==> src/sat_pkg.sv <==
// Shared types of the SAT engine state keeper.
// Value encoding is 2 bits per variable; 2'b11 is never stored.
// The analysis state type serves the conflict analysis control only.

package sat_pkg;

    // variable assignment
    typedef enum logic [1:0] {
        VAL_FREE  = 2'b00,
        VAL_TRUE  = 2'b01,
        VAL_FALSE = 2'b10
    } val_t;

    // conflict analysis control
    typedef enum logic [2:0] {
        ANA_IDLE = 3'd0,
        ANA_FIND = 3'd1,
        ANA_ADD  = 3'd2,
        ANA_DONE = 3'd3,
        ANA_WAIT = 3'd4
    } ana_state_t;

endpackage

==> src/conflict_collector.sv <==
// Conflict reduction, imply-done detection and analysis control.
// done_imply_o is registered; add_learntc_en_o and done_analyze_o follow
// the analysis state directly. bkt_lvl_o is latched on entry to ANA_DONE
// and holds until the next analysis. Without any conflict the backtrack
// level falls back to the base level.

`timescale 1ns/10ps

module conflict_collector #(
    parameter int NUM_VARS  = 8,
    parameter int WIDTH_LVL = 8
) (
    input  logic                          clk,
    input  logic                          rst,
    input  logic [NUM_VARS-1:0]           implied_i,
    input  logic [NUM_VARS-1:0]           conflict_i,
    input  logic [NUM_VARS*WIDTH_LVL-1:0] var_lvl_i,
    input  logic                          apply_imply_i,
    input  logic                          apply_analyze_i,
    input  logic                          base_lvl_en_i,
    input  logic [WIDTH_LVL-1:0]          base_lvl_i,
    output logic                          find_conflict_o,
    output logic [NUM_VARS-1:0]           conflict_mask_o,
    output logic                          done_imply_o,
    output logic                          add_learntc_en_o,
    output logic                          done_analyze_o,
    output logic [WIDTH_LVL-1:0]          bkt_lvl_o
);

    import sat_pkg::*;

    logic [NUM_VARS-1:0]  implied_prev;
    logic [NUM_VARS-1:0]  conflict_prev;
    logic [WIDTH_LVL-1:0] base_lvl;
    logic [WIDTH_LVL-1:0] max_lvl;
    logic [WIDTH_LVL-1:0] bkt_lvl_d;
    ana_state_t           state_q;
    ana_state_t           state_d;

    assign find_conflict_o = |conflict_i;
    assign conflict_mask_o = conflict_i;

    // previous vectors for stability checks
    always_ff @(posedge clk) begin
        if (!rst) begin
            implied_prev  <= '0;
            conflict_prev <= '0;
        end else begin
            implied_prev  <= implied_i;
            conflict_prev <= conflict_i;
        end
    end

    // imply done once no new implications appear
    always_ff @(posedge clk) begin
        if (!rst) begin
            done_imply_o <= 1'b0;
        end else begin
            done_imply_o <= apply_imply_i && (implied_i == implied_prev || find_conflict_o);
        end
    end

    always_comb begin
        state_d = state_q;
        case (state_q)
            ANA_IDLE: begin
                if (apply_analyze_i) begin
                    state_d = ANA_FIND;
                end
            end
            ANA_FIND: begin
                if (conflict_i == conflict_prev) begin
                    state_d = ANA_ADD;
                end
            end
            ANA_ADD:  state_d = ANA_DONE;
            ANA_DONE: state_d = ANA_WAIT;
            ANA_WAIT: begin
                // controller drops the request when finished
                if (!apply_analyze_i) begin
                    state_d = ANA_IDLE;
                end
            end
            default:  state_d = ANA_IDLE;
        endcase
    end

    always_ff @(posedge clk) begin
        if (!rst) begin
            state_q <= ANA_IDLE;
        end else begin
            state_q <= state_d;
        end
    end

    assign add_learntc_en_o = (state_q == ANA_ADD);
    assign done_analyze_o   = (state_q == ANA_DONE);

    // highest level among conflicting cells
    always_comb begin
        max_lvl = '0;
        for (int i = 0; i < NUM_VARS; i++) begin
            if (conflict_i[i] && var_lvl_i[i*WIDTH_LVL +: WIDTH_LVL] > max_lvl) begin
                max_lvl = var_lvl_i[i*WIDTH_LVL +: WIDTH_LVL];
            end
        end
    end

    // max - 1, clamped at base
    assign bkt_lvl_d = (max_lvl > base_lvl) ? max_lvl - 1'b1 : base_lvl;

    always_ff @(posedge clk) begin
        if (!rst) begin
            base_lvl  <= '0;
            bkt_lvl_o <= '0;
        end else begin
            if (base_lvl_en_i) begin
                base_lvl <= base_lvl_i;
            end
            if (state_q == ANA_ADD) begin
                bkt_lvl_o <= bkt_lvl_d;
            end
        end
    end

    // conflict set must hold while the backtrack level is latched
    a_conflict_stable_add: assert property (
        @(posedge clk) disable iff (!rst)
        add_learntc_en_o |-> conflict_i == conflict_prev
    );

endmodule

==> src/decision_unit.sv <==
// Current decision level and lowest-free-variable decision.
// start_decision_i is sampled at a clock edge; the strobe to the cells is
// combinational in that same cycle. Backtrack wins over level load,
// which wins over a decision. No free variable: done still pulses.

`timescale 1ns/10ps

module decision_unit #(
    parameter int NUM_VARS  = 8,
    parameter int WIDTH_LVL = 8
) (
    input  logic                                 clk,
    input  logic                                 rst,
    input  logic                                 start_decision_i,
    input  logic                                 load_lvl_en_i,
    input  logic [WIDTH_LVL-1:0]                 load_lvl_i,
    input  logic                                 apply_bkt_i,
    input  logic [WIDTH_LVL-1:0]                 bkt_lvl_i,
    input  sat_pkg::val_t [NUM_VARS-1:0]         var_value_i,
    output logic [NUM_VARS-1:0]                  decide_onehot_o,
    output logic [WIDTH_LVL-1:0]                 cur_lvl_o,
    output logic                                 done_decision_o
);

    import sat_pkg::*;

    logic [NUM_VARS-1:0] free_onehot;
    logic                found_free;
    logic                decide_go;

    // priority encode, lowest index first
    always_comb begin
        free_onehot = '0;
        found_free  = 1'b0;
        for (int i = 0; i < NUM_VARS; i++) begin
            if (!found_free && var_value_i[i] == VAL_FREE) begin
                free_onehot[i] = 1'b1;
                found_free     = 1'b1;
            end
        end
    end

    // level updates from backtrack or load take the cycle
    assign decide_go       = start_decision_i && !apply_bkt_i && !load_lvl_en_i;
    assign decide_onehot_o = decide_go ? free_onehot : '0;

    always_ff @(posedge clk) begin
        if (!rst) begin
            cur_lvl_o <= '0;
        end else if (apply_bkt_i) begin
            cur_lvl_o <= bkt_lvl_i;
        end else if (load_lvl_en_i) begin
            cur_lvl_o <= load_lvl_i;
        end else if (decide_go && found_free) begin
            // new level, same edge as the cell write
            cur_lvl_o <= cur_lvl_o + 1'b1;
        end
    end

    always_ff @(posedge clk) begin
        if (!rst) begin
            done_decision_o <= 1'b0;
        end else begin
            done_decision_o <= start_decision_i;
        end
    end

    // a decision at the top level would wrap to level 0
    a_decide_no_wrap: assert property (
        @(posedge clk) disable iff (!rst)
        (decide_go && found_free) |-> cur_lvl_o != '1
    );

endmodule

==> src/state_list.sv <==
// Variable and level state keeper of the SAT engine.
// One var_cell per variable; a backtrack completes in one cycle and
// done_bkt_o follows apply_bkt_i by one cycle. Requests are levels or
// pulses, with no back-pressure. Levels leave as a flat vector,
// variable k in bits [k*WIDTH_LVL +: WIDTH_LVL].

`timescale 1ns/10ps

module state_list #(
    parameter int NUM_VARS  = 8,
    parameter int WIDTH_LVL = 8
) (
    input  logic                          clk,
    input  logic                          rst,
    input  logic                          start_decision_i,
    input  logic                          load_lvl_en_i,
    input  logic [WIDTH_LVL-1:0]          load_lvl_i,
    input  logic [NUM_VARS-1:0]           imply_wr_i,
    input  logic [NUM_VARS-1:0]           imply_true_i,
    input  logic                          apply_imply_i,
    input  logic                          apply_analyze_i,
    input  logic                          apply_bkt_i,
    input  logic                          base_lvl_en_i,
    input  logic [WIDTH_LVL-1:0]          base_lvl_i,
    output sat_pkg::val_t [NUM_VARS-1:0]  var_value_o,
    output logic [NUM_VARS*WIDTH_LVL-1:0] var_lvl_o,
    output logic [WIDTH_LVL-1:0]          cur_lvl_o,
    output logic                          done_decision_o,
    output logic                          done_imply_o,
    output logic                          find_conflict_o,
    output logic [NUM_VARS-1:0]           conflict_mask_o,
    output logic                          add_learntc_en_o,
    output logic                          done_analyze_o,
    output logic [WIDTH_LVL-1:0]          bkt_lvl_o,
    output logic                          done_bkt_o
);

    logic [NUM_VARS-1:0] decide_onehot;
    logic [NUM_VARS-1:0] implied;
    logic [NUM_VARS-1:0] conflict;

    decision_unit #(
        .NUM_VARS  (NUM_VARS),
        .WIDTH_LVL (WIDTH_LVL)
    ) decision_unit_inst (
        .clk              (clk),
        .rst              (rst),
        .start_decision_i (start_decision_i),
        .load_lvl_en_i    (load_lvl_en_i),
        .load_lvl_i       (load_lvl_i),
        .apply_bkt_i      (apply_bkt_i),
        .bkt_lvl_i        (bkt_lvl_o),
        .var_value_i      (var_value_o),
        .decide_onehot_o  (decide_onehot),
        .cur_lvl_o        (cur_lvl_o),
        .done_decision_o  (done_decision_o)
    );

    for (genvar k = 0; k < NUM_VARS; k++) begin : g_cell
        var_cell #(
            .WIDTH_LVL (WIDTH_LVL)
        ) var_cell_inst (
            .clk          (clk),
            .rst          (rst),
            .decide_i     (decide_onehot[k]),
            .cur_lvl_i    (cur_lvl_o),
            .imply_wr_i   (imply_wr_i[k]),
            .imply_true_i (imply_true_i[k]),
            .apply_bkt_i  (apply_bkt_i),
            .bkt_lvl_i    (bkt_lvl_o),
            .value_o      (var_value_o[k]),
            .lvl_o        (var_lvl_o[k*WIDTH_LVL +: WIDTH_LVL]),
            .implied_o    (implied[k]),
            .conflict_o   (conflict[k])
        );
    end

    conflict_collector #(
        .NUM_VARS  (NUM_VARS),
        .WIDTH_LVL (WIDTH_LVL)
    ) conflict_collector_inst (
        .clk              (clk),
        .rst              (rst),
        .implied_i        (implied),
        .conflict_i       (conflict),
        .var_lvl_i        (var_lvl_o),
        .apply_imply_i    (apply_imply_i),
        .apply_analyze_i  (apply_analyze_i),
        .base_lvl_en_i    (base_lvl_en_i),
        .base_lvl_i       (base_lvl_i),
        .find_conflict_o  (find_conflict_o),
        .conflict_mask_o  (conflict_mask_o),
        .done_imply_o     (done_imply_o),
        .add_learntc_en_o (add_learntc_en_o),
        .done_analyze_o   (done_analyze_o),
        .bkt_lvl_o        (bkt_lvl_o)
    );

    // backtrack finishes in the cycle it is applied
    always_ff @(posedge clk) begin
        if (!rst) begin
            done_bkt_o <= 1'b0;
        end else begin
            done_bkt_o <= apply_bkt_i;
        end
    end

endmodule

==> src/var_cell.sv <==
// State cell of one variable: value, level, implied mark, conflict flag.
// A decision writes VAL_FALSE at cur_lvl_i + 1; an imply write uses cur_lvl_i.
// A contradicting imply write only raises the conflict flag.
// Backtrack frees the cell if its level is above bkt_lvl_i.

`timescale 1ns/10ps

module var_cell #(
    parameter int WIDTH_LVL = 8
) (
    input  logic                 clk,
    input  logic                 rst,
    input  logic                 decide_i,
    input  logic [WIDTH_LVL-1:0] cur_lvl_i,
    input  logic                 imply_wr_i,
    input  logic                 imply_true_i,
    input  logic                 apply_bkt_i,
    input  logic [WIDTH_LVL-1:0] bkt_lvl_i,
    output sat_pkg::val_t        value_o,
    output logic [WIDTH_LVL-1:0] lvl_o,
    output logic                 implied_o,
    output logic                 conflict_o
);

    import sat_pkg::*;

    val_t imply_val;

    assign imply_val = imply_true_i ? VAL_TRUE : VAL_FALSE;

    always_ff @(posedge clk) begin
        if (!rst) begin
            value_o    <= VAL_FREE;
            lvl_o      <= '0;
            implied_o  <= 1'b0;
            conflict_o <= 1'b0;
        end else if (apply_bkt_i) begin
            conflict_o <= 1'b0;
            if (lvl_o > bkt_lvl_i) begin
                value_o   <= VAL_FREE;
                lvl_o     <= '0;
                implied_o <= 1'b0;
            end
        end else if (decide_i) begin
            value_o   <= VAL_FALSE;
            lvl_o     <= cur_lvl_i + 1'b1;
            implied_o <= 1'b0;
        end else if (imply_wr_i) begin
            if (value_o == VAL_FREE) begin
                value_o   <= imply_val;
                lvl_o     <= cur_lvl_i;
                implied_o <= 1'b1;
            end else if (value_o != imply_val) begin
                // value kept, analysis decides what to do
                conflict_o <= 1'b1;
            end
        end
    end

    // a decision would hide an imply write in the same cycle
    a_decide_no_imply: assert property (
        @(posedge clk) disable iff (!rst)
        decide_i |-> !imply_wr_i
    );

    // decision unit must only pick free cells
    a_decide_free: assert property (
        @(posedge clk) disable iff (!rst)
        decide_i |-> value_o == VAL_FREE
    );

endmodule
==> config.mk <==
export PLATFORM = sky130hd
export DESIGN_NAME = state_list
export DESIGN_NICKNAME = d
export VERILOG_FILES = /design/src/sat_pkg.sv /design/src/conflict_collector.sv /design/src/decision_unit.sv /design/src/state_list.sv /design/src/var_cell.sv
export SDC_FILE = /design/constraint.sdc
export NUM_CORES = 1
export LEC_CHECK = 0
export BUFFER_PORTS_ARGS = -buffer_cell sky130_fd_sc_hd__buf_2
export CELL_PAD_IN_SITES_DETAIL_PLACEMENT = 0
export CELL_PAD_IN_SITES_GLOBAL_PLACEMENT = 2
export CORE_UTILIZATION = 34
export CTS_CLUSTER_SIZE = 20
export DETAILED_ROUTE_END_ITERATION = 8
export PLACE_DENSITY = 0.84
export SLEW_MARGIN = 30
export SYNTH_ARGS = -nofsm -noshare
export SYNTH_HDL_FRONTEND = slang
export SYNTH_SLANG_ARGS = --single-unit
==> constraint.sdc <==
create_clock -name clk -period 16.8 [get_ports clk]
set_clock_uncertainty 0.1 [all_clocks]
set_input_delay 0 -clock clk [delete_from_list [all_inputs] [get_ports clk]]
set_output_delay 0 -clock clk [all_outputs]
set_load 0.005 [all_outputs]
Yosys cells after proc, flatten, opt, wreduce, memory -nomap -nowiden
Cells that the tools add are included.

word-level totals
  input port bits = 40
  register bits after elaboration = 142
  logic and storage cells = 336
  output and inout bits = 110

operators by class
  magnitude comparators = 17
  multiplexer cells = 160
  reductions and logical operators = 74
  bitwise operators = 17
  add/subtract/negate cells = 2
  eq/ne operators = 25

operator list
  operator                                                                number
  8-bit two-way mux                                                       53
  8-bit > comparator                                                      16
  2-bit two-way mux                                                       48
  1-bit two-way mux                                                       55
  3-bit nonzero test                                                      17
  4-bit AND reduction                                                     8
  3-bit AND reduction                                                     9
  1-bit logical AND                                                       19
  2-bit by 1-bit != test with 1-bit output (second input constant)        9
  1-bit inverter                                                          17
  8-bit equality test                                                     2
  2-bit logical NOT                                                       8
  2-bit != test                                                           8
  3-bit one-hot mux with 5 select lines                                   1
  1-bit logical NOT                                                       9
  3-bit two-way mux                                                       3
  8-bit by 1-bit adder with 8-bit output (second input constant)          1
  8-bit by 1-bit > comparator with 1-bit output (second input constant)   1
  8-bit OR reduction                                                      1
  8-bit by 1-bit subtractor with 8-bit output (second input constant)     1
  3-bit by 2-bit equality test with 1-bit output (second input constant)  2
  2-bit != test (second input constant)                                   2
  3-bit by 1-bit equality test with 1-bit output (second input constant)  1
  3-bit equality test (second input constant)                             1
  other kinds (3)                                                         3

Depth between registers and ports, before layout
  depth in word-level cells = 27
  gate-level depth with buffers = 81
  depth with buffers taken out = 78

Cells and area by module
A second synthesis with hierarchy kept.

second synthesis, totals
  cell total of the unflattened synthesis = 1494
  area, all modules = 12122.9 um^2

by module, submodules not included
  module                                   seq. area each (um^2)  instances  cells each  area an instance (um^2)
  var_cell at g_cell[0].var_cell_inst ...  240.2                  6          100         842.1
  conflict_collector                       720.7                  1          600         4647.0
  var_cell at g_cell[6].var_cell_inst ...  240.2                  2          99          822.0
  decision_unit                            180.2                  1          94          753.2
  state_list                               20.0                   1          2           26.3

Least setup slack after synthesis
No wires, ideal clock.

  kind = register -> register
  start = register g_cell[0].var_cell_inst.conflict_o
  end = register conflict_collector_inst.bkt_lvl_o[1]
  setup time = 0.076 ns
  stages on the path, launching flop included = 79
  path buffers = 3
  period minus slack after synthesis = 14.420 ns
  slack = 2.380 ns
  required time = 16.624 ns
  arrival = 14.244 ns
  cells stage by stage = dfxtp_1 clkbuf_1 nand2_1 ha_1 nand2_1 o21a_1 a31o_1 nor2_1 nand2_1 o21ai_0 inv_1 ha_1 a21o_1 a21o_1 a21o_1 a21oi_1 o311ai_2 o221ai_4 (+43 left out) a21oi_1 nor2b_1 o31ai_1 o31ai_2 o32ai_2 buf_2 mux2i_1 ha_1 a21oi_1 nor2b_1 o21ai_0 nand2b_1 nor3_1 nor2_1 a211o_1 o211a_2 mux2_4 o22ai_2

on the way
  cells in the longest elaborated chain, start to end = 25
  elaborated cells between the ends (all ways) = 26
  those cells by class = add/sub (1); order compare (8); mux (9); reduce/logical (8)

RTL lines
  item                                                                               RTL line                   source
  from (decl)                                                                        var_cell.sv:22             output logic conflict_o
  from (signal assigned)                                                             var_cell.sv:36             conflict_o <= 1'b0;
  from (signal assigned)                                                             var_cell.sv:38             conflict_o <= 1'b0;
  from (signal assigned)                                                             var_cell.sv:55             conflict_o <= 1'b1;
  1-bit logical AND (*)                                                              conflict_collector.sv:103  if (conflict_i[i] && var_lvl_i[i*WIDTH_LVL +: WIDTH_LVL] > max_lvl) begin
  8-bit two-way mux (*)                                                              conflict_collector.sv:103
  8-bit > comparator                                                                 conflict_collector.sv:103
  1-bit logical AND                                                                  conflict_collector.sv:103
  8-bit two-way mux (*)                                                              conflict_collector.sv:103
  8-bit > comparator                                                                 conflict_collector.sv:103
  1-bit logical AND                                                                  conflict_collector.sv:103
  8-bit two-way mux (*)                                                              conflict_collector.sv:103
  (+9 left out)                                                                      --
  8-bit > comparator                                                                 conflict_collector.sv:103
  1-bit logical AND                                                                  conflict_collector.sv:103
  8-bit two-way mux (*)                                                              conflict_collector.sv:103
  8-bit > comparator                                                                 conflict_collector.sv:103
  1-bit logical AND                                                                  conflict_collector.sv:103
  8-bit two-way mux (*)                                                              conflict_collector.sv:103
  8-bit by 1-bit subtractor with 8-bit output or 8-bit > comparator (tied branches)  conflict_collector.sv:110  assign bkt_lvl_d = (max_lvl > base_lvl) ? max_lvl - 1'b1 : base_lvl;
  8-bit two-way mux (*)                                                              conflict_collector.sv:110
  to (signal assigned)                                                               conflict_collector.sv:121  bkt_lvl_o <= bkt_lvl_d;
  to (decl)                                                                          conflict_collector.sv:27   output logic [WIDTH_LVL-1:0] bkt_lvl_o

Mark *: on every way between the ends. The rest lies on a longest branch, timed or not.
A chain may end at the register's enable or synchronous reset.

Final worst setup path
Ends and elaborated chain as after synthesis.

==> results.md <==
* IO buf count at 149
* DPL Wire Length at 30500 µm
* Post-route insts no fill at 1992
* Post-synth EDFFs at 0
* Drt wl/cell at 21.0 µm
* CTS sink cnt at 142
* Max transition margin at 36.4%
* Ys async rst share at 0%
* Arrival @ worst endpoint at 15.93 ns
* Largest Register: g_cell.var_cell_inst.lvl_o
* Largest net degree at the start of global routing at 49
* CTS tree: done
* Count of final setup violators at 0
* CTS root buf: clkbuf_16
* Top post-synthesis cells by area: dfxtp_1 26%, ha_1 13%, nor2_1 6.9%
* Final WL at 41800 µm
* Max-cap violations at 0
* Leak Pwr at 6.02 nW
* Core Util, Final at 42.0%
* Skew-Pair Late Insertion Delay at 0.43 ns
* GR Overflow Total at 0
* Buf+Inv Stages, Crit Path at 7
* Cell taking the most area after synthesis: dfxtp_1
* WP data required at 17.06 ns
* Min Hold Slack at 0.0132 ns
* Power Total at 1.29 mW
* Proportion of layout cells with a drive suffix above 1 at 16.9%
* Pre-antenna DRT Iters at 5
* Vias in the first global route at 10435
* Max reg flops at 64
* Htree depth at 4
* Syn Area/Cell at 7.78 µm²
* CP Max Fanout at 15
* Filler cells at 3268
* RSZ-0062 raised after global routing: no
* Pre-CTS WS at 0.223 ns
* Sequential-to-total area share from yosys stat at 26.0%
* Final Critical Period at 15.67 ns
* Area delta synth->final at 21.2%
* Worst Slack Setup Final at 1.13 ns
* Status: complete, no violations
* Design area at 13200 µm²
* Starting Density at 34.6%
* Yosys top cell area share at 26.0%
* Worst-Margin Slew at 0.953 ns
* Clock buffer count from CTS at 17
* First-pass GRT wire length at 63000 µm
* Placed inst area at 12100 µm²
* Vias at 11115
* Core ar. at 31600 µm²
* Die area at 32800 µm²
* Delay-heaviest family, CP: compound AO/OA/AOI/OAI gates
* Cell repeated most along the worst path: ha_1
* Final ANT Viol Nets at 0
* Peak VDD IR at 0.0000666 V
* Final Cycle Share at 93.2%
* Clock Tree Buf Depth at 2
* Row Count at 65
* Setup TNS at 0 ns
* Syn nets at 1561
* FF+latch count, synth at 142
* Final hold vios at 0
* DIE HEIGHT at 181 µm
* DRT iter0 DRCs at 881
* Ys Warns at 0
* Post-synth top flop: dfxtp_1
* Pwr dens at 97.4 nW/µm²
* Ports at 150
* Worst path max stage delay at 0.53 ns
* Biggest regs: g_cell.var_cell_inst.lvl_o (64), g_cell.var_cell_inst.value_o (16)
* Crit path capture type: flip-flop
* Slew Viols, Final at 0
* Reg clk slew, reported paths at 0.07 ns
* GRT Util Overall at 25.2%
* Synthesized cell area at 10900 µm²
* Die W at 181 µm
* Vias per cell at 5.58
* # nets final at 1734
* Hold Crit Class: input port to flip-flop
* Fmax at 0.0638 GHz
* Inst Count DP at 1909
* Diodes inserted at 0
* Slowest-stage cell, CP: dfxtp_2
* Post-route DRC at 0
* Setup Crit Path Kind: flip-flop to flip-flop
* Critical Path Source Type: flip-flop
* Netlist cell types at 87
* Syn Inst Count at 1404
* Placer Congestion at 0.932
* Antenna violations before repair at 2
area by class of cell:
| cell class | instances | area (µm²) | share of cell area [%] |
|---|---|---|---|
| timing repair buffer | 225 | 1450 | 10.9 |
| clock buffer | 17 | 425 | 3.21 |
| sequential | 142 | 2840 | 21.5 |
| tap | 402 | 503 | 3.80 |
| multi-input combinational | 1107 | 7530 | 56.8 |
| clock inverter | 15 | 176 | 1.33 |
| inverter | 84 | 315 | 2.38 |
where the power goes:
| part | total, mW | switching [mW] | internal (mW) |
|---|---|---|---|
| sequential | 0.425 | 0.0544 | 0.371 |
| clock | 0.398 | 0.173 | 0.224 |
| combinational | 0.466 | 0.272 | 0.194 |
| total | 1.29 | 0.500 | 0.789 |
worst register-to-register path, delay by kind of cell, from the launching register on:
family,cells,cell delay [ns]
AO/OA/AOI/OAI,36,7.56
AND/OR/NAND/NOR,19,2.82
adder cells (fa/ha/maj),8,2.31
buffers and inverters,7,0.90
multiplexers,5,1.42
flip-flops,1,0.53
per-layer routing:
| metal | wire, µm | vias to the layer above | global-route usage (%) | part of all wire [%] |
|---|---|---|---|---|
| met2 | 18500 | 410 | 39.9 | 44 |
| li1 | - | 5360 | - | - |
| met5 | 18 | - | 0 | 0.043 |
| met4 | 1190 | 2 | 7.80 | 2.8 |
| met1 | 19400 | 5281 | 34.7 | 46 |
| met3 | 2700 | 62 | 4.39 | 6.5 |
kinds of logic (layout without fill, tap and decap cells):
| family | Yosys count | after routing | share of synthesized area (%) |
|---|---|---|---|
| muxes | 66 | 66 | 6.48 |
| and+or+nand+nor | 494 | 494 | 21.0 |
| adders and majority gates | 119 | 119 | 13.6 |
| DFF | 142 | 142 | 26.0 |
| AOI/OAI and AO/OA | 368 | 368 | 22.4 |
| xor gates and xnor gates | 60 | 60 | 4.81 |
| buffers and inverters | 155 | 341 | 5.71 |
Yosys cell counts, types with 3 or more instances:
cell / instances
a211o_1: 5
a211oi_1: 28
a21boi_0: 5
a21o_1: 23
a21oi_1: 111
a22o_1: 7
a22oi_1: 5
a31oi_1: 20
and2_1: 24
and3_1: 8
buf_1: 4
buf_4: 8
clkbuf_1: 55
dfxtp_1: 142
ha_1: 117
inv_1: 84
mux2_2: 16
mux2_4: 3
mux2i_1: 46
nand2_1: 94
nand2b_1: 18
nand3_1: 41
nand4_1: 16
nor2_1: 202
nor2b_1: 12
nor3_1: 41
nor3b_1: 3
nor4_1: 9
nor4b_1: 5
o211a_1: 5
o211ai_1: 10
o21a_1: 13
o21ai_0: 83
o21ai_1: 4
o22ai_1: 3
o31ai_1: 5
or2_2: 4
or4_1: 7
xnor2_1: 25
xor2_1: 35
layout by cell type (no fill, tap or decap), types with 20 or more instances in the layout:
cell type      instances
xnor2_1               25
mux2i_1               44
dlygate4sd3_1         48
nor3_1                40
and2_1                24
a21o_1                23
a21oi_1              111
inv_1                 82
nand3_1               41
xor2_1                35
o21ai_0               75
dfxtp_1              141
buf_4                 27
a31oi_1               20
a211oi_1              28
nand2_1               94
ha_1                 117
nor2_1               200
buf_2                149
final timing paths:
kind / slack, ns / end / depth (start not counted) / from
worst min-delay path: 0.01 / decision_unit_inst.cur_lvl_o[6] / 5 / load_lvl_i[6]
worst min register to register: 0.38 / conflict_collector_inst.implied_prev[6] / 2 / g_cell[6].var_cell_inst.implied_o
worst max-delay path: 1.13 / conflict_collector_inst.bkt_lvl_o[1] / 75 / g_cell[0].var_cell_inst.conflict_o
worst max register to register: 1.13 / conflict_collector_inst.bkt_lvl_o[1] / 75 / g_cell[0].var_cell_inst.conflict_o
what timing repair did:
item	in CTS	in global routing
gates resized for setup	0	19
endpoints found under the setup margin	0	8
hold buffers	48	0
setup buffers	0	3
hold endpoints to repair	49	0
Note: power is estimated with default switching activity, not from simulation.
